### config.mk
export PLATFORM = sky130hd
export DESIGN_NAME = wrsp_out_stage_flat
export DESIGN_NICKNAME = d
export VERILOG_FILES = /design/src/wrsp_bank_pkg.sv /design/src/slot_alloc_if.sv /design/src/msg_ram_if.sv /design/src/wrsp_out_stage.sv /design/src/flat_wrapper.sv
export SDC_FILE = /design/constraint.sdc
export NUM_CORES = 1
export LEC_CHECK = 0
export BUFFER_PORTS_ARGS = -buffer_cell sky130_fd_sc_hd__buf_2
export CAP_MARGIN = 20
export CORE_UTILIZATION = 51
export CTS_CLUSTER_DIAMETER = 50
export DETAILED_ROUTE_END_ITERATION = 12
export PLACE_DENSITY = 0.89
export SYNTH_ARGS = -nofsm -noshare
export SYNTH_HDL_FRONTEND = slang
export SYNTH_SLANG_ARGS = --single-unit
### constraint.sdc
create_clock -name clk_i -period 4.4 [get_ports clk_i]
set_input_delay 0.88 -clock clk_i [delete_from_list [all_inputs] [get_ports clk_i]]
set_output_delay 0.88 -clock clk_i [all_outputs]
set_load 0.05 [all_outputs]
### src/wrsp_bank_pkg.sv
package wrsp_bank_pkg;

  // Message width, identifier field included
  localparam int MsgWidth = 32;

  // Transaction identifier carried in the low bits of a message
  localparam int IdWidth = 4;
  localparam int NumIds = 2 ** IdWidth;

  // Shared slot pool
  localparam int Capacity = 64;
  localparam int AddrWidth = $clog2(Capacity);

  // One message as stored in the bank
  typedef logic [MsgWidth-1:0] msg_t;

  // Identifier taken from the low bits of a message
  typedef logic [IdWidth-1:0] id_t;

  // Address of one slot in the pool
  typedef logic [AddrWidth-1:0] slot_addr_t;

  // One bit per slot
  typedef logic [Capacity-1:0] slot_mask_t;

  // Per-identifier slot count, one bit wider so a full pool fits
  typedef logic [AddrWidth:0] count_t;

endpackage

### src/slot_alloc_if.sv
`timescale 1ns/1ps

interface slot_alloc_if import wrsp_bank_pkg::*; ();

  // Reservation handshake and the slot it takes
  logic       take;
  slot_addr_t take_addr;

  // Slot handed back once its message has left
  logic       give_back;
  slot_addr_t give_back_addr;

  modport allocator (output take_addr, input take, input give_back, input give_back_addr);

  modport taker (output take, input take_addr);

  modport returner (output give_back, output give_back_addr);

endinterface

### src/msg_ram_if.sv
`timescale 1ns/1ps

interface msg_ram_if import wrsp_bank_pkg::*; ();

  // Write port, driven by the fill side
  logic       wr_en;
  slot_addr_t wr_addr;
  msg_t       wr_data;

  // Read port, request from the list controller and data to the output stage
  logic       rd_en;
  slot_addr_t rd_addr;
  msg_t       rd_data;

  modport ram (input wr_en, wr_addr, wr_data, rd_en, rd_addr, output rd_data);

  modport writer (output wr_en, wr_addr, wr_data, rd_en, rd_addr);

  modport reader (input rd_en, rd_addr, rd_data);

endinterface

### src/wrsp_out_stage.sv
`timescale 1ns/1ps

module wrsp_out_stage import wrsp_bank_pkg::*; (
  input  logic clk_i,
  input  logic rst_ni,

  msg_ram_if.reader ram,

  input  logic out_ready_i,
  output logic out_valid_o,
  output msg_t data_o,
  output logic accept_o,

  slot_alloc_if.returner alloc
);

  logic       rd_pend_q;
  slot_addr_t rd_slot_q;
  logic       hold_valid_q;
  msg_t       hold_data_q;
  slot_addr_t hold_slot_q;
  logic       taken;

  // Fresh RAM data in the cycle after a read, else the held copy
  assign out_valid_o = rd_pend_q || hold_valid_q;
  assign data_o      = hold_valid_q ? hold_data_q : ram.rd_data;
  assign taken       = out_valid_o && out_ready_i;
  assign accept_o    = !out_valid_o || out_ready_i;

  assign alloc.give_back      = taken;
  assign alloc.give_back_addr = hold_valid_q ? hold_slot_q : rd_slot_q;

  always_ff @(posedge clk_i or negedge rst_ni) begin
    if (!rst_ni) begin
      rd_pend_q    <= 1'b0;
      hold_valid_q <= 1'b0;
    end else begin
      rd_pend_q    <= ram.rd_en;
      hold_valid_q <= out_valid_o && !out_ready_i;
    end
  end

  always_ff @(posedge clk_i) begin
    if (ram.rd_en) begin
      rd_slot_q <= ram.rd_addr;
    end
    // Capture fresh data that was not taken
    if (rd_pend_q && !out_ready_i) begin
      hold_data_q <= ram.rd_data;
      hold_slot_q <= rd_slot_q;
    end
  end

endmodule

### src/flat_wrapper.sv
// flat-port wrapper written by rule: the top's interface ports become plain ports
module wrsp_out_stage_flat import wrsp_bank_pkg::*;
  (clk_i, rst_ni, out_ready_i, out_valid_o, data_o, accept_o, ram_rd_en, ram_rd_addr, ram_rd_data, alloc_give_back, alloc_give_back_addr);
  msg_ram_if ram_i ();
  slot_alloc_if alloc_i ();
  input  logic clk_i;
  input  logic rst_ni;
  input  logic out_ready_i;
  output logic out_valid_o;
  output msg_t data_o;
  output logic accept_o;
  input wire logic [$bits(ram_i.rd_en)-1:0] ram_rd_en;
  input wire logic [$bits(ram_i.rd_addr)-1:0] ram_rd_addr;
  input wire logic [$bits(ram_i.rd_data)-1:0] ram_rd_data;
  output wire logic [$bits(alloc_i.give_back)-1:0] alloc_give_back;
  output wire logic [$bits(alloc_i.give_back_addr)-1:0] alloc_give_back_addr;
  assign ram_i.rd_en = ram_rd_en;
  assign ram_i.rd_addr = ram_rd_addr;
  assign ram_i.rd_data = ram_rd_data;
  assign alloc_give_back = alloc_i.give_back;
  assign alloc_give_back_addr = alloc_i.give_back_addr;
  wrsp_out_stage u_core (.clk_i(clk_i), .rst_ni(rst_ni), .ram(ram_i), .out_ready_i(out_ready_i), .out_valid_o(out_valid_o), .data_o(data_o), .accept_o(accept_o), .alloc(alloc_i));
endmodule
# Word-level counts from Yosys, hierarchy flattened
# Index checks and enable logic that the tools add are counted.
# word_totals
register_bits,46
in_bits,42
out_inout_bits,41
word_cells,14
# op_classes
muxes,2
n_reduce_logical,7
# ops
operator,n
32-bit 2-to-1 mux,1
6-bit 2-to-1 mux,1
1-bit logical AND,3
1-bit logical NOT,2
1-bit logical OR,2

# Logic depth before layout (Yosys ltp)
# depth
depth_word,3
mapped_depth,3
ltp_nobuf,1

# Least setup slack after synthesis
# Ideal clock, no wire load.
# synth_path
path_type,input port to flip-flop
start,input out_ready_i
end,register u_core.hold_data_q[0] (enable)
setup_ns,0.438
arrival_time_ns,2.597
slack_ns,1.365
stages,1
path_cell_list,nor2b_1
# synth_via
elab_chain_len,2
# synth_rtl
element,line_no,text
start: declaration,flat_wrapper.sv:8,input logic out_ready_i;
1-bit logical NOT,wrsp_out_stage.sv:48,if (rd_pend_q && !out_ready_i) begin
1-bit logical AND,wrsp_out_stage.sv:48,
end signal: assignment,wrsp_out_stage.sv:49,hold_data_q <= ram.rd_data;
end: declaration,wrsp_out_stage.sv:20,msg_t hold_data_q;
# Every way passes these cells.
# A chain may end at the register's enable or synchronous reset.

# Worst setup path after layout
# layout_path
start,register u_core.hold_valid_q
end,output data_o[29]
# layout_via
elab_chain_len,1
# layout_rtl
element,line_no,text
start: declaration,wrsp_out_stage.sv:19,logic hold_valid_q;
start signal: assignment,wrsp_out_stage.sv:39,hold_valid_q <= out_valid_o && !out_ready_i;
32-bit 2-to-1 mux,wrsp_out_stage.sv:26,assign data_o = hold_valid_q ? hold_data_q : ram.rd_data;
end: declaration,flat_wrapper.sv:10,output msg_t data_o;
# Every way passes these cells.

==> results.yml <==
status:
  status: "completed"
layout:
  final_common_cell: "buf_2"
  insertedDiodeCount: 0
  post-route-util_pct: 67.7
  fin_nets: 221
  drive_above_1_share_pct: 72.8
  fillCellCount: 266
  final_cell_mix: "buf_2, edfxtp_1, mux2_4"
  syn2layout_area_growth_pct: 24.2
  regArea_um2: 1370
  multi_input_area_um2: 608
place:
  routabilityCongestion: 0.652
  portBuffers: 82
route:
  vias: 1116
  drc_errors: 0
  first_iter_violations: 17
  firstDrtPassIters: 4
  viasPerCell: 4.89
  ant_nets: 0
  drt-total-wl_mm: 3.34
  wire_per_inst_um: 14.6
setup_path:
  worst-path-max-fanout: 33
  r2r_slack_ns: 2.72
  worstPathRequired_ns: 3.52
  crit_path_start: "u_core.hold_valid_q"
  r2r_end: "u_core.hold_data_q[22]"
  end_kind: "primary output"
  start_kind: "flop"
  path_class: "reg2out"
  ff2ff_path_depth: 1
  cp.arrival_ns: 1.71
  timing.rr.start: "u_core.rd_pend_q"
cts:
  cts_sinks: 46
  clk_latency_ns: 0.29
  cts_made_buffers: 5
  clk_pin_slew_ns: 0.08
  cts_tree: "done"
  cts_resized: 0
  cts.htree.levels: 2
  clk_path_buf_depth: 2
  ctsHoldBuffers: 0
  cts_setup_buffers: 0
  cts-root-buf: "clkbuf_8"
flow_run:
  drv_cap: 0
timing:
  period_needed_ns: 2.59
  tns_ns: 0
  clock.fmax_mhz: 386
  setup_viol: 0
  grt_setup_unrepaired: "false"
  tightestPinTransition_ns: 1.03
  finalHoldViolCount: 0
  fin_crit_sh_pct: 58.8
  fin_skew_ns: 0.00473
  relSlewSlack_pct: 31.4
  maxSlewViolCount: 0
yosys:
  synth.distinct_cells: 11
  ys.warnings.count: 0
  synth_fp_nets: 136
  synth-seq-cells: 46
  syn-instance-count: 94
  synth_area_per_cell_um2: 21.9
  ys_seq_area_share_pct: 66.7
  synth_area_um2: 2050
die:
  start_util_pct: 54.5
  ios: 83
  die_area_um2: 4290
  core-area_um2: 3770
  row_count: 22
  fp.dieH_um: 65.5
  dieWidth_um: 65.5
global_route:
  grt_start_max_net_pins: 43
  grt_pass1_wl_mm: 5.43
  first_global_vias: 1122
  globalRouteTotalUtil_pct: 17.2
  grt.overflow.total: 0
  antenna_found_initial: 0
pwr:
  ir_worst_vdd_mv: 0.256
  power_density_nw_per_um2: 388
  p_leak_uw: 0.00112
worst_hold_path:
  hold_path_class: "in2async"
-- worst max-delay path, stage by stage (launching register included) --
cell	delay [ns]
dfrtp_2	0.53
buf_12	0.28
mux2_2	0.37
buf_2	0.21
-- power breakdown --
| part | total (uW) | switching (uW) | leakage [uW] | internal [uW] |
|---|---|---|---|---|
| clock | 238 | 129 | 0.0000426 | 109 |
| sequential | 513 | 9.70 | 0.000438 | 503 |
| combinational | 240 | 157 | 0.000635 | 82.6 |
-- metrics by stage --
step           setup WS (ns)  instances  instance area, um^2  total power [uW]  hold WS (ns)
2_1_floorplan           1.37         94                 2050               716         0.427
3_3_place_gp            1.78        219                 2450               758         0.430
3_5_place_dp            1.72        219                 2450               764         0.452
4_1_cts                 1.41        227                 2530              1000         0.357
5_1_grt                 1.74        228                 2550              1030         0.354
6_report                1.81        228                 2550               991         0.370
-- synthesized netlist by cell type --
cell type	count	area [um^2]
o21a_1	1	7.51
o21bai_1	1	7.51
or2_2	1	6.26
dfrtp_1	2	50.1
mux2_2	2	22.5
buf_6	2	22.5
o21ba_2	1	10.0
mux2_4	36	541
buf_12	3	60.1
edfxtp_1	44	1320
nor2b_1	1	6.26
-- final cells by class --
class	instances	area share, %
clock inverters	2	0.343
flip-flops and latches	46	53.8
well taps	48	2.35
multi-input cells	43	23.8
repair buffers	83	16.9
clock buffers	6	2.84
-- registers in the layout, summed over array words and instances (netlist names) --
register,cells
u_core.rd_slot_q,6
u_core.hold_data_q,32
u_core.hold_valid_q,1
u_core.hold_slot_q,6
u_core.rd_pend_q,1
-- logic make-up (layout without fill, tap and decap cells) --
kind of cell | after synthesis | in the layout | synth area share (%)
mux | 38 | 38 | 27.4
simple gates | 2 | 2 | 0.609
flops | 46 | 46 | 66.7
buf+inv | 5 | 91 | 4.02
compound gates | 3 | 3 | 1.22
-- per-layer routing --
layer / global-route usage [%] / wire length (um) / vias up
li1: - / - / 531
met1: 22.1 / 1420 / 530
met2: 28.2 / 1690 / 55
met3: 6.42 / 233 / 0
met4: 3.26 / 0 / 0
met5: 0 / 0 / -
-- worst max path at each step --
stage | cells past startpoint | slack [ns] | end
final | 3 | 1.81 | data_o[29]
after global routing | 3 | 1.74 | data_o[29]
after CTS | 2 | 1.41 | data_o[29]
after detailed placement | 2 | 1.72 | data_o[29]
after global placement | 2 | 1.78 | data_o[29]
after floorplan | 1 | 1.37 | u_core.hold_data_q[0]
Note: power is estimated with default switching activity, not from simulation.
