==> src/wrsp_bank_pkg.sv <==
package wrsp_bank_pkg;

  // Message width, identifier field included
  localparam int MsgWidth = 32;

  // Transaction identifier carried in the low bits of a message
  localparam int IdWidth = 4;
  localparam int NumIds = 2 ** IdWidth;

  // Shared slot pool
  localparam int Capacity = 64;
  localparam int AddrWidth = $clog2(Capacity);

  // One message as stored in the bank
  typedef logic [MsgWidth-1:0] msg_t;

  // Identifier taken from the low bits of a message
  typedef logic [IdWidth-1:0] id_t;

  // Address of one slot in the pool
  typedef logic [AddrWidth-1:0] slot_addr_t;

  // One bit per slot
  typedef logic [Capacity-1:0] slot_mask_t;

  // Per-identifier slot count, one bit wider so a full pool fits
  typedef logic [AddrWidth:0] count_t;

endpackage

==> src/slot_alloc_if.sv <==
`timescale 1ns/1ps

interface slot_alloc_if import wrsp_bank_pkg::*; ();

  // Reservation handshake and the slot it takes
  logic       take;
  slot_addr_t take_addr;

  // Slot handed back once its message has left
  logic       give_back;
  slot_addr_t give_back_addr;

  modport allocator (output take_addr, input take, input give_back, input give_back_addr);

  modport taker (output take, input take_addr);

  modport returner (output give_back, output give_back_addr);

endinterface

==> src/wrsp_slot_allocator.sv <==
`timescale 1ns/1ps

module wrsp_slot_allocator import wrsp_bank_pkg::*; (
  input  logic       clk_i,
  input  logic       rst_ni,

  slot_alloc_if.allocator alloc,

  output logic       res_valid_o,
  output slot_mask_t address_released_onehot_o
);

  slot_mask_t occ_q;
  slot_mask_t occ_d;
  slot_addr_t free_addr;

  // Lowest free slot, scanning down so the last hit wins
  always_comb begin
    free_addr = '0;
    for (int i = Capacity - 1; i >= 0; i--) begin
      if (!occ_q[i]) begin
        free_addr = slot_addr_t'(i);
      end
    end
  end

  assign alloc.take_addr = free_addr;
  assign res_valid_o     = ~&occ_q;

  // A taken slot is always free and a returned one always occupied,
  // so both updates never hit the same bit
  always_comb begin
    occ_d = occ_q;
    if (alloc.take) begin
      occ_d[alloc.take_addr] = 1'b1;
    end
    if (alloc.give_back) begin
      occ_d[alloc.give_back_addr] = 1'b0;
    end
  end

  always_ff @(posedge clk_i or negedge rst_ni) begin
    if (!rst_ni) begin
      occ_q <= '0;
    end else begin
      occ_q <= occ_d;
    end
  end

  // Report the returned slot in the same cycle it is accepted
  always_comb begin
    address_released_onehot_o = '0;
    if (alloc.give_back) begin
      address_released_onehot_o[alloc.give_back_addr] = 1'b1;
    end
  end

endmodule

==> src/flat_wrapper.sv <==
// flat-port wrapper written by rule: the top's interface ports become plain ports
module wrsp_slot_allocator_flat import wrsp_bank_pkg::*;
  (clk_i, rst_ni, res_valid_o, address_released_onehot_o, alloc_take_addr, alloc_take, alloc_give_back, alloc_give_back_addr);
  slot_alloc_if alloc_i ();
  input  logic clk_i;
  input  logic rst_ni;
  output logic res_valid_o;
  output slot_mask_t address_released_onehot_o;
  output wire logic [$bits(alloc_i.take_addr)-1:0] alloc_take_addr;
  input wire logic [$bits(alloc_i.take)-1:0] alloc_take;
  input wire logic [$bits(alloc_i.give_back)-1:0] alloc_give_back;
  input wire logic [$bits(alloc_i.give_back_addr)-1:0] alloc_give_back_addr;
  assign alloc_take_addr = alloc_i.take_addr;
  assign alloc_i.take = alloc_take;
  assign alloc_i.give_back = alloc_give_back;
  assign alloc_i.give_back_addr = alloc_give_back_addr;
  wrsp_slot_allocator u_core (.clk_i(clk_i), .rst_ni(rst_ni), .alloc(alloc_i), .res_valid_o(res_valid_o), .address_released_onehot_o(address_released_onehot_o));
endmodule
==> config.mk <==
export PLATFORM = sky130hd
export DESIGN_NAME = wrsp_slot_allocator_flat
export DESIGN_NICKNAME = d
export VERILOG_FILES = /design/src/wrsp_bank_pkg.sv /design/src/slot_alloc_if.sv /design/src/wrsp_slot_allocator.sv /design/src/flat_wrapper.sv
export SDC_FILE = /design/constraint.sdc
export NUM_CORES = 1
export LEC_CHECK = 0
export ABC_AREA = 1
export BUFFER_PORTS_ARGS = -buffer_cell sky130_fd_sc_hd__buf_4
export CAP_MARGIN = 0
export CORE_UTILIZATION = 50
export CTS_CLUSTER_DIAMETER = 120
export DETAILED_ROUTE_END_ITERATION = 8
export PLACE_DENSITY = 0.8
export SYNTH_ARGS = -nofsm -noshare
export SYNTH_HDL_FRONTEND = slang
export SYNTH_SLANG_ARGS = --single-unit
==> constraint.sdc <==
create_clock -name clk_i -period 4.5 [get_ports clk_i]
set_clock_uncertainty 0.1 [all_clocks]
set_input_delay 0.9 -clock clk_i [delete_from_list [all_inputs] [get_ports clk_i]]
set_output_delay 0.9 -clock clk_i [all_outputs]
set_load 0.05 [all_outputs]
# == Word-level counts from Yosys, hierarchy flattened ==
# Index checks and enable logic that the tools add are counted.
# op_classes
n_reduce_logical,4
bitwise_logic,3
magnitude_cmp,4
n_mux,71
# ops
operator,n
$mux 6,64
$mux 64,3
$and 64x64->64,1
$not 64->64,1
$or 64x64->64,1
$reduce_and 64->1,1
$lt 6x7->1 const B,2
$demux 1 s6,2
$ge 6x1->1 const B,2
$logic_and 1x1->1,2
$mux 1,2
$logic_not 1->1,1
# word_totals
regBits,64
inputBits,10

# == Longest topological paths before layout ==
# depth
depth_word,72
mapped_depth,67
depth_no_buf,66

# == Least setup slack after synthesis ==
# Ideal clock, no wire load.
# synth_path
path_type,reg2out
startpoint,register u_core.occ_q[63]
endpoint,output port alloc_take_addr[0]
stages_incl_launch_ff,67
path_slack_ns,-0.136
arrival_ns,3.636
path_buffers,1
path_cell_list,dfrtp_1 inv_1 nand2_1 nand2_1 nand2_1 nand2_1 nand2_1 nand2_1 nand2_1 nand2_1 nand2_1 nand2_1 nand2_1 nand2_1 nand2_1 nand2_1 nand2_1 nand2_1 [... 31 more ...] nand2_1 nand2_1 nand2_1 nand2_1 nand2_1 nand2_1 nand2_1 nand2_1 nand2_1 nand2_1 nand2_1 nand2_1 nand2_1 nand2_2 nand2_4 nand2_4 buf_6 inv_1
# synth_via
elab_chain_len,64
# synth_rtl
element,line,text
start: declaration,wrsp_slot_allocator.sv:13,slot_mask_t occ_q;
start signal: assignment,wrsp_slot_allocator.sv:44,occ_q <= '0;
start signal: assignment,wrsp_slot_allocator.sv:46,occ_q <= occ_d;
$mux 6 (64 in a row),wrsp_slot_allocator.sv:21,if (!occ_q[i]) begin
end: declaration,flat_wrapper.sv:9,output wire logic [$bits(alloc_i.take_addr)-1:0] alloc_take_addr;
# No other way between the ends.

# == Worst setup path in the final report ==
# Ends and elaborated chain as after synthesis.

==> results.yml <==
floorplan:
  io_pins: 81
  die-area_um2: 7900
  core_um2: 7290
  num_rows: 31
  die_h_um: 88.9
  start_util_pct: 51.7
  die_x_um: 88.9
sta:
  finalSetupViolations: 2
  fin_crit_sh_pct: 116
  hold_ws_ps: 440
  rsz0062_at_grt: "yes"
  setup-tns-final_ps: -739
  finalMaxSlewViolations: 0
  setup_ws_ps: -708
  worstMarginPinSlew_ps: 837
  slew_headroom_pct: 43.8
  fmax_mhz: 192
  hold_viol_final: 0
  period_minus_slack_ps: 5210
critical_path:
  crit_slowest_cell: "dfrtp_1"
  slowest_delay_ps: 400
  endpoint_kind: "output port"
  cp_common_cell: "nand2_1"
  critical_path_class: "reg -> out"
  reg2reg_to: "u_core.occ_q[20]$_DFF_PN0_"
  cp-start-kind: "flop"
  worstPathMaxFanout: 3
  r2r_cells: 67
  worstPathRequired_ps: 3500
  crit_arrival_ps: 4210
  rr_startpoint: "u_core.occ_q[63]$_DFF_PN0_"
  rrSetupSlack_ps: 30
synthesis:
  ys_types: 20
  synth_cells: 562
  synth-simple-area-share_pct: 37.1
  synthMuxAreaShare_pct: 0
  postSynthRegisterBits: 64
  syn_area_um2: 3770
  syn_area_per_cell_um2: 6.71
  yosysWarnings: 0
  synthTopCellsByArea: "dfrtp_1 42%, nand2_1 12%, nor2_1 12%, a21oi_1 8.8%, inv_1 8.4%"
  synth_top_area_share_pct: 42.5
  synth-seq-area-share_pct: 42.5
  syn-num-nets: 572
  synthAdderAreaFrac_pct: 0
  synth_top_family_by_area: "simple AND/OR/NAND/NOR gates"
  synth-xor-area-share_pct: 0
  synth-compound-area-share_pct: 9.78
  yosysTopAreaCell: "dfrtp_1"
finish:
  diodes: 0
  regArea_um2: 1600
  fillCellCount: 645
  top_register: "u_core.occ_q"
  nets: 669
  multi_input_area_um2: 1800
  area_growth_pct: 29.4
  drive_above_1_share_pct: 19.3
  reg_top3: "u_core.occ_q x64"
  largest_reg_flops: 64
clock_network:
  hold_buffers: 0
  cts_tree: "yes"
  htree_num_levels: 3
  cts_made_buffers: 9
  clock_latency_ps: 360
  clock-sinks: 64
  root_buffer: "clkbuf_8"
  clk_path_buf_depth: 2
  clk_pin_slew_ps: 70
worst_hold_path:
  hold_start: "u_core.occ_q[17]$_DFF_PN0_"
  whs_path_depth: 2
  hold_class: "reg -> reg"
  worstHoldEndpoint: "u_core.occ_q[17]$_DFF_PN0_"
flow_run:
  drv_cap: 0
detailed_routing:
  first_pass_iters: 7
  routed_wl_mm: 13.2
  vias: 4350
  viasPerCell: 5.70
  drc_errors: 0
  final_antenna_net_count: 0
  drt_iter0_markers: 474
  wire_per_inst_um: 17.3
grt:
  grt_max_degree: 65
  grt_pass1_wl_mm: 19.7
  antenna_found_initial: 0
  overflow: 0
  first_global_vias: 3933
  grtUsageTotal_pct: 34.0
placed_design:
  dp_slack_ps: -303
  io_buffers: 80
  place_hpwl_mm: 8.27
  gp_congestion: 0.906
power_and_ir_drop:
  finalPower_mw: 3.45
  power_density_nw_per_um2: 708
  p_leak_nw: 2.56
  ir_drop_mv: 0.638
run_status:
  violations: "negative setup slack"
  status: "finished, violations left"
==> through the flow <==
stage | area, µm² | util [%] | std cells
2_1_floorplan | 3780 | - | 562
5_1_grt | 4880 | 66.9 | 763
4_1_cts | 4750 | 65.2 | 758
3_3_place_gp | 4510 | 61.9 | 740
6_report | 4880 | 66.9 | 763
3_5_place_dp | 4510 | 61.9 | 740
==> cells in the final DEF (no fill, tap or decap) <==
cell type     n
clkbuf_1      1
bufinv_16     2
nand2_2       2
clkinv_2      1
buf_4        94
a21oi_1      59
nor2_1      117
nand2_4       2
nor3_1        6
buf_6         1
nand3_1      46
dfrtp_1      64
o21ai_0       2
a21oi_2       7
nand2_1     121
buf_8         2
nand4_1      32
buf_12        1
clkbuf_16     2
o311ai_0      1
a31oi_1       2
clkbuf_8     10
inv_1        82
o21bai_1      1
nor4_1        2
clkinvlp_4    3
inv_2         1
==> synth_stat cells <==
master,instances
buf_2,1
inv_1,84
buf_6,3
o311ai_0,1
dfrtp_1,64
o21bai_1,1
clkbuf_1,5
o21ai_0,2
nor4_1,2
a21oi_1,66
nand2_2,1
nor3_1,6
buf_1,2
a31oi_1,2
buf_4,3
nand2_4,2
nand4_1,32
nand3_1,46
nand2_1,122
nor2_1,117
==> where the power goes <==
| group | leakage [nW] | internal, mW | total (mW) | switching [mW] |
|---|---|---|---|---|
| combinational | 1.78 | 0.672 | 2.00 | 1.33 |
| sequential | 0.669 | 0.745 | 0.883 | 0.138 |
| clock | 0.106 | 0.326 | 0.570 | 0.243 |
==> cell type report <==
cell class / count / share of cell area (%)
inverter: 84 / 6.54
sequential: 64 / 32.8
clock inverter: 5 / 1.64
clock buffer: 11 / 2.90
timing repair buffer: 100 / 16.7
tap: 99 / 2.54
multi-input combinational: 400 / 36.8
==> worst max path at each step <==
stage	endpoint	slack, ps	start
6_report	alloc_take_addr[0]	-710	u_core.occ_q[63]$_DFF_PN0_
4_1_cts	alloc_take_addr[0]	-660	u_core.occ_q[63]$_DFF_PN0_
2_1_floorplan	alloc_take_addr[0]	-30	u_core.occ_q[62]$_DFF_PN0_
5_1_grt	alloc_take_addr[0]	-1340	u_core.occ_q[63]$_DFF_PN0_
3_5_place_dp	alloc_take_addr[0]	-300	u_core.occ_q[63]$_DFF_PN0_
3_3_place_gp	alloc_take_addr[0]	-280	u_core.occ_q[63]$_DFF_PN0_
==> kinds of logic after synthesis <==
logic type	Yosys count
AND/OR/NAND/NOR	328
buffers and inverters	98
flip-flops	64
AO/OA/AOI/OAI	72
==> what timing repair did <==
item / CTS / global route
endpoints found under the setup margin: 1 / 65
pin swaps: 0 / 2
buffers inserted: 2 / 3
gates cloned: 0 / 3
gates resized for setup: 2 / 14
==> critical path, delay by kind of cell (launching register included) <==
| family | cells | cell delay [ps] |
|---|---|---|
| simple gates | 63 | 3130 |
| flops | 1 | 400 |
| buf+inv | 3 | 310 |
==> metal layers <==
metal | wire length, µm | vias up | global-route usage, %
met5 | 0 | - | 0
met1 | 5260 | 2005 | 46.2
li1 | - | 2002 | -
met4 | 595 | 0 | 17.6
met2 | 6150 | 289 | 53.4
met3 | 1190 | 54 | 4.48
No activity file was read; power rests on OpenSTA's default activity.
