**src/wrsp_bank_pkg.sv**
```systemverilog
package wrsp_bank_pkg;

  // Message width, identifier field included
  localparam int MsgWidth = 32;

  // Transaction identifier carried in the low bits of a message
  localparam int IdWidth = 4;
  localparam int NumIds = 2 ** IdWidth;

  // Shared slot pool
  localparam int Capacity = 64;
  localparam int AddrWidth = $clog2(Capacity);

  // One message as stored in the bank
  typedef logic [MsgWidth-1:0] msg_t;

  // Identifier taken from the low bits of a message
  typedef logic [IdWidth-1:0] id_t;

  // Address of one slot in the pool
  typedef logic [AddrWidth-1:0] slot_addr_t;

  // One bit per slot
  typedef logic [Capacity-1:0] slot_mask_t;

  // Per-identifier slot count, one bit wider so a full pool fits
  typedef logic [AddrWidth:0] count_t;

endpackage

```
**src/msg_ram_if.sv**
```systemverilog
`timescale 1ns/1ps

interface msg_ram_if import wrsp_bank_pkg::*; ();

  // Write port, driven by the fill side
  logic       wr_en;
  slot_addr_t wr_addr;
  msg_t       wr_data;

  // Read port, request from the list controller and data to the output stage
  logic       rd_en;
  slot_addr_t rd_addr;
  msg_t       rd_data;

  modport ram (input wr_en, wr_addr, wr_data, rd_en, rd_addr, output rd_data);

  modport writer (output wr_en, wr_addr, wr_data, rd_en, rd_addr);

  modport reader (input rd_en, rd_addr, rd_data);

endinterface

```
**src/wrsp_msg_ram.sv**
```systemverilog
`timescale 1ns/1ps

module wrsp_msg_ram import wrsp_bank_pkg::*; (
  input logic clk_i,

  msg_ram_if.ram ram
);

  msg_t mem_q [Capacity];
  msg_t rd_data_q;

  // Write port, lands at the input handshake edge
  always_ff @(posedge clk_i) begin
    if (ram.wr_en) begin
      mem_q[ram.wr_addr] <= ram.wr_data;
    end
  end

  // Read port with one cycle of latency; data holds between reads
  always_ff @(posedge clk_i) begin
    if (ram.rd_en) begin
      rd_data_q <= mem_q[ram.rd_addr];
    end
  end

  assign ram.rd_data = rd_data_q;

endmodule

```
**src/flat_wrapper.sv**
```systemverilog
// flat-port wrapper written by rule: the top's interface ports become plain ports
module wrsp_msg_ram_flat import wrsp_bank_pkg::*;
  (clk_i, ram_wr_en, ram_wr_addr, ram_wr_data, ram_rd_en, ram_rd_addr, ram_rd_data);
  msg_ram_if ram_i ();
  input logic clk_i;
  input wire logic [$bits(ram_i.wr_en)-1:0] ram_wr_en;
  input wire logic [$bits(ram_i.wr_addr)-1:0] ram_wr_addr;
  input wire logic [$bits(ram_i.wr_data)-1:0] ram_wr_data;
  input wire logic [$bits(ram_i.rd_en)-1:0] ram_rd_en;
  input wire logic [$bits(ram_i.rd_addr)-1:0] ram_rd_addr;
  output wire logic [$bits(ram_i.rd_data)-1:0] ram_rd_data;
  assign ram_i.wr_en = ram_wr_en;
  assign ram_i.wr_addr = ram_wr_addr;
  assign ram_i.wr_data = ram_wr_data;
  assign ram_i.rd_en = ram_rd_en;
  assign ram_i.rd_addr = ram_rd_addr;
  assign ram_rd_data = ram_i.rd_data;
  wrsp_msg_ram u_core (.clk_i(clk_i), .ram(ram_i));
endmodule
```
**config.mk**
```make
export PLATFORM = sky130hd
export DESIGN_NAME = wrsp_msg_ram_flat
export DESIGN_NICKNAME = d
export VERILOG_FILES = /design/src/wrsp_bank_pkg.sv /design/src/msg_ram_if.sv /design/src/wrsp_msg_ram.sv /design/src/flat_wrapper.sv
export SDC_FILE = /design/constraint.sdc
export NUM_CORES = 2
export LEC_CHECK = 0
export BUFFER_PORTS_ARGS = -buffer_cell sky130_fd_sc_hd__buf_2
export CELL_PAD_IN_SITES_DETAIL_PLACEMENT = 0
export CELL_PAD_IN_SITES_GLOBAL_PLACEMENT = 1
export CORE_MARGIN = 2
export CORE_UTILIZATION = 25
export CTS_BUF_LIST = sky130_fd_sc_hd__clkbuf_16
export DETAILED_ROUTE_END_ITERATION = 10
export HOLD_SLACK_MARGIN = 0.06
export PLACE_DENSITY_LB_ADDON = 0.12
export REMOVE_ABC_BUFFERS = 1
export SYNTH_ARGS = -nofsm -noshare
export SYNTH_HDL_FRONTEND = slang
export SYNTH_SLANG_ARGS = --single-unit
```
**constraint.sdc**
```tcl
create_clock -name clk_i -period 4 [get_ports clk_i]
set_clock_uncertainty 0.05 [all_clocks]
set_input_delay 1 -clock clk_i [delete_from_list [all_inputs] [get_ports clk_i]]
set_output_delay 1 -clock clk_i [all_outputs]
set_load 0.02 [all_outputs]
```
[Word-level counts from Yosys, hierarchy flattened]
Memories as Yosys holds them, arrays and structs flattened. A register that Yosys moved wholly into a read port is not among the register bits.
Cells that the tools add are included.
Cells by class
  reductions and logical operators: 0
  magnitude comparators: 0
  eq/ne operators: 0
  mux-type cells: 2
  shift operators: 0
  divide/modulo/power cells: 0
  $mul: 0
  add/subtract/negate cells: 0
  bitwise gates (word level): 0
Operators by type and width (count)
  $mux 1: 2
Storage, ports and cells
  bits in read-only memories: 0
  bits in latches: 0
  logic and storage cells: 3
  memories: 1
  output and inout port bits: 32
  RAM bits: 2048
  register bits after elaboration: 0
Memory list
  u_core.mem_q: depth 64, width 32, rd ports 1, clocked after Yosys merged registers in 1, wr ports 1, RTL line wrsp_msg_ram.sv:9  | msg_t mem_q [Capacity];

[Logic depth before layout (Yosys ltp)]
  depth in word-level cells: 2
  mapped depth: 10
  depth with buffers taken out: 5

[Least setup slack after synthesis]
Ideal clock, no wire load.
  path type: input to register
  start point: input port ram_wr_addr[3]
  end point: memory u_core.mem_q[48][0] (netlist bit), enable pin
  data required time: 3.489 ns
  data arrival time: 3.699 ns
  cell stages on the path: 4
  path slack: -0.210 ns
  library setup time: 0.461 ns
  cell sequence: clkbuf_1 -> nor2b_1 -> nand4b_1 -> nor3_1
RTL lines
  start, declared: RTL line flat_wrapper.sv:7  | input wire logic [$bits(ram_i.wr_addr)-1:0] ram_wr_addr;
  end, declared: RTL line wrsp_msg_ram.sv:9
Straight into the memory's write port.

==> impl_metrics.prom <==
# TYPE chip_impl_metric gauge
chip_impl_info{name="outcome",value="completed"} 1
chip_impl_metric{name="coreArea",unit="sq um"} 315000
chip_impl_info{name="post-synth-top-area-cell",value="sky130_fd_sc_hd__edfxtp_1"} 1
chip_impl_metric{name="dp.cells",unit=""} 7804
chip_impl_metric{name="rows",unit=""} 206
chip_impl_metric{name="detailedRoute.firstIterationViolations",unit=""} 3386
chip_impl_metric{name="yosysWarningCount",unit=""} 0
chip_impl_metric{name="pin_count",unit=""} 79
chip_impl_info{name="mostFrequentLayoutCell",value="sky130_fd_sc_hd__edfxtp_1"} 1
chip_impl_metric{name="post_dp_cell_area",unit="sq um"} 88100
chip_impl_info{name="mostFrequentLayoutCells",value="sky130_fd_sc_hd__edfxtp_1 (2080), sky130_fd_sc_hd__mux4_2 (511), sky130_fd_sc_hd__buf_4 (255), sky130_fd_sc_hd__clkbuf_16 (236), sky130_fd_sc_hd__mux2i_1 (118)"} 1
chip_impl_metric{name="max_cap_violations",unit=""} 0
chip_impl_metric{name="final_period_minus_worst_setup_slack",unit="ps"} 3630
chip_impl_metric{name="post_cts.resized_instances",unit=""} 0
chip_impl_metric{name="critPathBufInv",unit=""} 4
chip_impl_metric{name="leak_pwr",unit="nW"} 29.7
chip_impl_metric{name="grt_overflow",unit=""} 0
chip_impl_info{name="synthTopCellsByArea",value="sky130_fd_sc_hd__edfxtp_1 (79%), sky130_fd_sc_hd__mux4_2 (15%), sky130_fd_sc_hd__mux2i_1 (1.5%)"} 1
chip_impl_metric{name="final-max-slew-violation-count",unit=""} 0
chip_impl_info{name="worst_path_cell_chain",value="buf_8 > buf_12 > buf_4 > buf_4 > mux4_2 > mux4_2 > o22ai_1 > a21oi_1"} 1
chip_impl_info{name="timing.hold.worst.class",value="in -> reg"} 1
chip_impl_metric{name="chipWidth",unit="microns"} 567
chip_impl_metric{name="synth.lib_cells_used.distinct",unit=""} 37
chip_impl_metric{name="power.total",unit="W"} 0.0475
chip_impl_metric{name="final_min_period_over_clock_period",unit=""} 0.908
chip_impl_metric{name="port_buffers",unit=""} 78
chip_impl_metric{name="synthesis_to_layout_area_growth",unit="%"} 20.5
chip_impl_metric{name="initial_antenna_violation_count",unit=""} 38
chip_impl_metric{name="layout_cells_sized_above_1",unit=""} 0.334
chip_impl_metric{name="tritoncts_num_sinks",unit=""} 2080
chip_impl_metric{name="vias_per_cell",unit=""} 4.62
chip_impl_metric{name="route.vias.total",unit=""} 38044
chip_impl_metric{name="hold_buffers",unit=""} 0
chip_impl_metric{name="drc",unit=""} 0
chip_impl_info{name="rsz0062_at_grt",value="no"} 1
chip_impl_metric{name="via_count_of_the_first_global_routing_pass",unit=""} 39472
chip_impl_metric{name="clk_transition_reported_paths",unit="ps"} 60
chip_impl_metric{name="hpwl",unit="microns"} 160000
chip_impl_metric{name="ant_nets",unit=""} 0
chip_impl_info{name="crit_path_end_kind",value="flop"} 1
chip_impl_metric{name="htree_levels",unit=""} 4
chip_impl_info{name="tritoncts",value="built"} 1
chip_impl_metric{name="fp.dieH",unit="microns"} 567
chip_impl_metric{name="max_clock_freq",unit="MHz"} 275
chip_impl_metric{name="worst_skew_pair.late_latency",unit="ps"} 910
chip_impl_metric{name="final_net_count",unit=""} 3927
chip_impl_metric{name="grt_max_degree",unit=""} 65
chip_impl_metric{name="cts-buffers-inserted",unit=""} 234
chip_impl_metric{name="synth_sequential_area_ratio",unit=""} 0.790
chip_impl_metric{name="detailedPlace.worstSlack",unit="ps"} -606
chip_impl_metric{name="drt-met1-wl",unit="microns"} 120000
chip_impl_metric{name="postSynthCellCount",unit=""} 3403
chip_impl_metric{name="max-clock-path-buffers",unit=""} 4
chip_impl_metric{name="synthesis.area_per_instance",unit="sq um"} 23.2
chip_impl_metric{name="p_per_cell_area",unit="nW/um^2"} 499
chip_impl_metric{name="post_layout_nonfiller_instances",unit=""} 8237
chip_impl_info{name="clock_tree.root_cell",value="sky130_fd_sc_hd__clkbuf_16"} 1
chip_impl_metric{name="slew_headroom",unit=""} 0.195
chip_impl_metric{name="drt-pass1-iter-count",unit=""} 7
chip_impl_info{name="top_layer_used_by_detailed_routing",value="met5"} 1
chip_impl_metric{name="num-fill-cells",unit=""} 30460
chip_impl_metric{name="layout_setup_ws",unit="ps"} 369
chip_impl_metric{name="cp_data_required_time",unit="ps"} 4500
chip_impl_metric{name="synth_largest_type_area_fraction",unit=""} 0.790
chip_impl_metric{name="setup_viol_count_final",unit=""} 0
chip_impl_info{name="critical_path_class",value="in -> reg"} 1
chip_impl_metric{name="grtUsageTotal",unit=""} 0.163
chip_impl_metric{name="detail_route.wl_per_cell",unit="microns"} 32.3
chip_impl_metric{name="gp_congestion",unit=""} 0.737
chip_impl_metric{name="netlist_area",unit="sq um"} 79100
chip_impl_metric{name="wl_met2",unit="microns"} 128000
chip_impl_metric{name="grt_first_pass_wirelength",unit="microns"} 356000
chip_impl_info{name="dominant_delay_contributor_by_cell_family_on_the_critical_path",value="multiplexers"} 1
chip_impl_metric{name="wl_met3",unit="microns"} 11500
chip_impl_metric{name="tightestPinTransition",unit="ps"} 1210
chip_impl_info{name="critical-path-slowest-cell",value="sky130_fd_sc_hd__o22ai_1"} 1
chip_impl_metric{name="final_hold_viol_count",unit=""} 0
chip_impl_metric{name="worst_path_largest_cell_delay",unit="ps"} 810
chip_impl_metric{name="initial_core_utilization",unit=""} 0.251
chip_impl_metric{name="ys_seq_elements",unit=""} 2080
chip_impl_metric{name="cp_max_fanout",unit=""} 19
chip_impl_info{name="startpoint_type",value="primary input"} 1
chip_impl_metric{name="ir_worst_vdd",unit="V"} 0.000365
chip_impl_metric{name="finalInstanceArea",unit="sq um"} 95300
chip_impl_metric{name="postCtsSetupBuffers",unit=""} 0
chip_impl_metric{name="worst_ep_arrival_time",unit="ps"} 4130
chip_impl_metric{name="dieArea",unit="sq um"} 321000
chip_impl_metric{name="finalHoldWorstSlack",unit="ps"} 309
chip_impl_metric{name="route.final.wire_length",unit="microns"} 266000
logic make-up after synthesis:
group	share of synthesized area
flip-flops	0.790
multiplexers	0.164
AND/OR/NAND/NOR	0.0140
AO/OA/AOI/OAI	0.0194
buffers and inverters	0.0132
flip-flops by register name, summed over array words and instances, names as in the netlist:
register / cells
u_core.mem_q: 2048
u_core.ram.rd_data: 32
power breakdown:
group | internal [W] | switching (W) | total (W)
clock network | 0.0117 | 0.00881 | 0.0205
registers | 0.0242 | 0.000120 | 0.0243
logic | 0.000989 | 0.00179 | 0.00278
per-stage QoR:
| stage | TNS [ps] | utilization |
|---|---|---|
| after floorplan | -3460 | - |
| after global placement | -1710 | 0.280 |
| after detailed placement | -1520 | 0.280 |
| after CTS | 0 | 0.303 |
| after global routing | 0 | 0.303 |
| final | 0 | 0.303 |
synthesized netlist by cell type, drive strengths merged:
master	instances
nor3	10
nor2b	11
or2	4
nand2	35
nand3b	3
or4	1
mux4	511
a311oi	12
nand4b	1
a211o	8
or3b	3
a21oi	60
a221oi	8
o221ai	26
or3	7
inv	2
nor2	127
mux2	24
a2111oi	1
and2	3
buf	103
nand4	2
nand3	11
a211oi	8
mux2i	118
nor3b	5
nand2b	10
o22ai	110
edfxtp	2080
nor4	9
a31oi	1
clkbuf	89
cell type report:
type	count	area, sq um	share of cell area
Clock inverter	188	1300	0.0136
Inverter	2	7.51	0.0000787
Clock buffer	236	5910	0.0619
Multi-Input combinational cell	1129	16100	0.169
Tap cell	4160	5200	0.0546
Sequential cell	2080	62500	0.655
Timing Repair Buffer	433	4340	0.0456
Antenna cell	9	22.5	0.000236
path summary, 6_finish.rpt:
check | endpoint | start | slack, ps | cells past startpoint
max reg2reg | u_core.ram.rd_data[10] | u_core.mem_q[39][10] | 1190 | 4
min | u_core.mem_q[58][9] | ram_wr_data[9] | 310 | 1
max | u_core.ram.rd_data[10] | ram_rd_addr[0] | 370 | 8
min reg2reg | u_core.ram.rd_data[5] | u_core.mem_q[50][5] | 850 | 5
layer usage:
metal,vias up,track usage
met5,-,0
met4,6,0.0473
met3,317,0.0225
met2,966,0.267
met1,21183,0.225
li1,15572,-
Note: power is estimated with default switching activity, not from simulation.
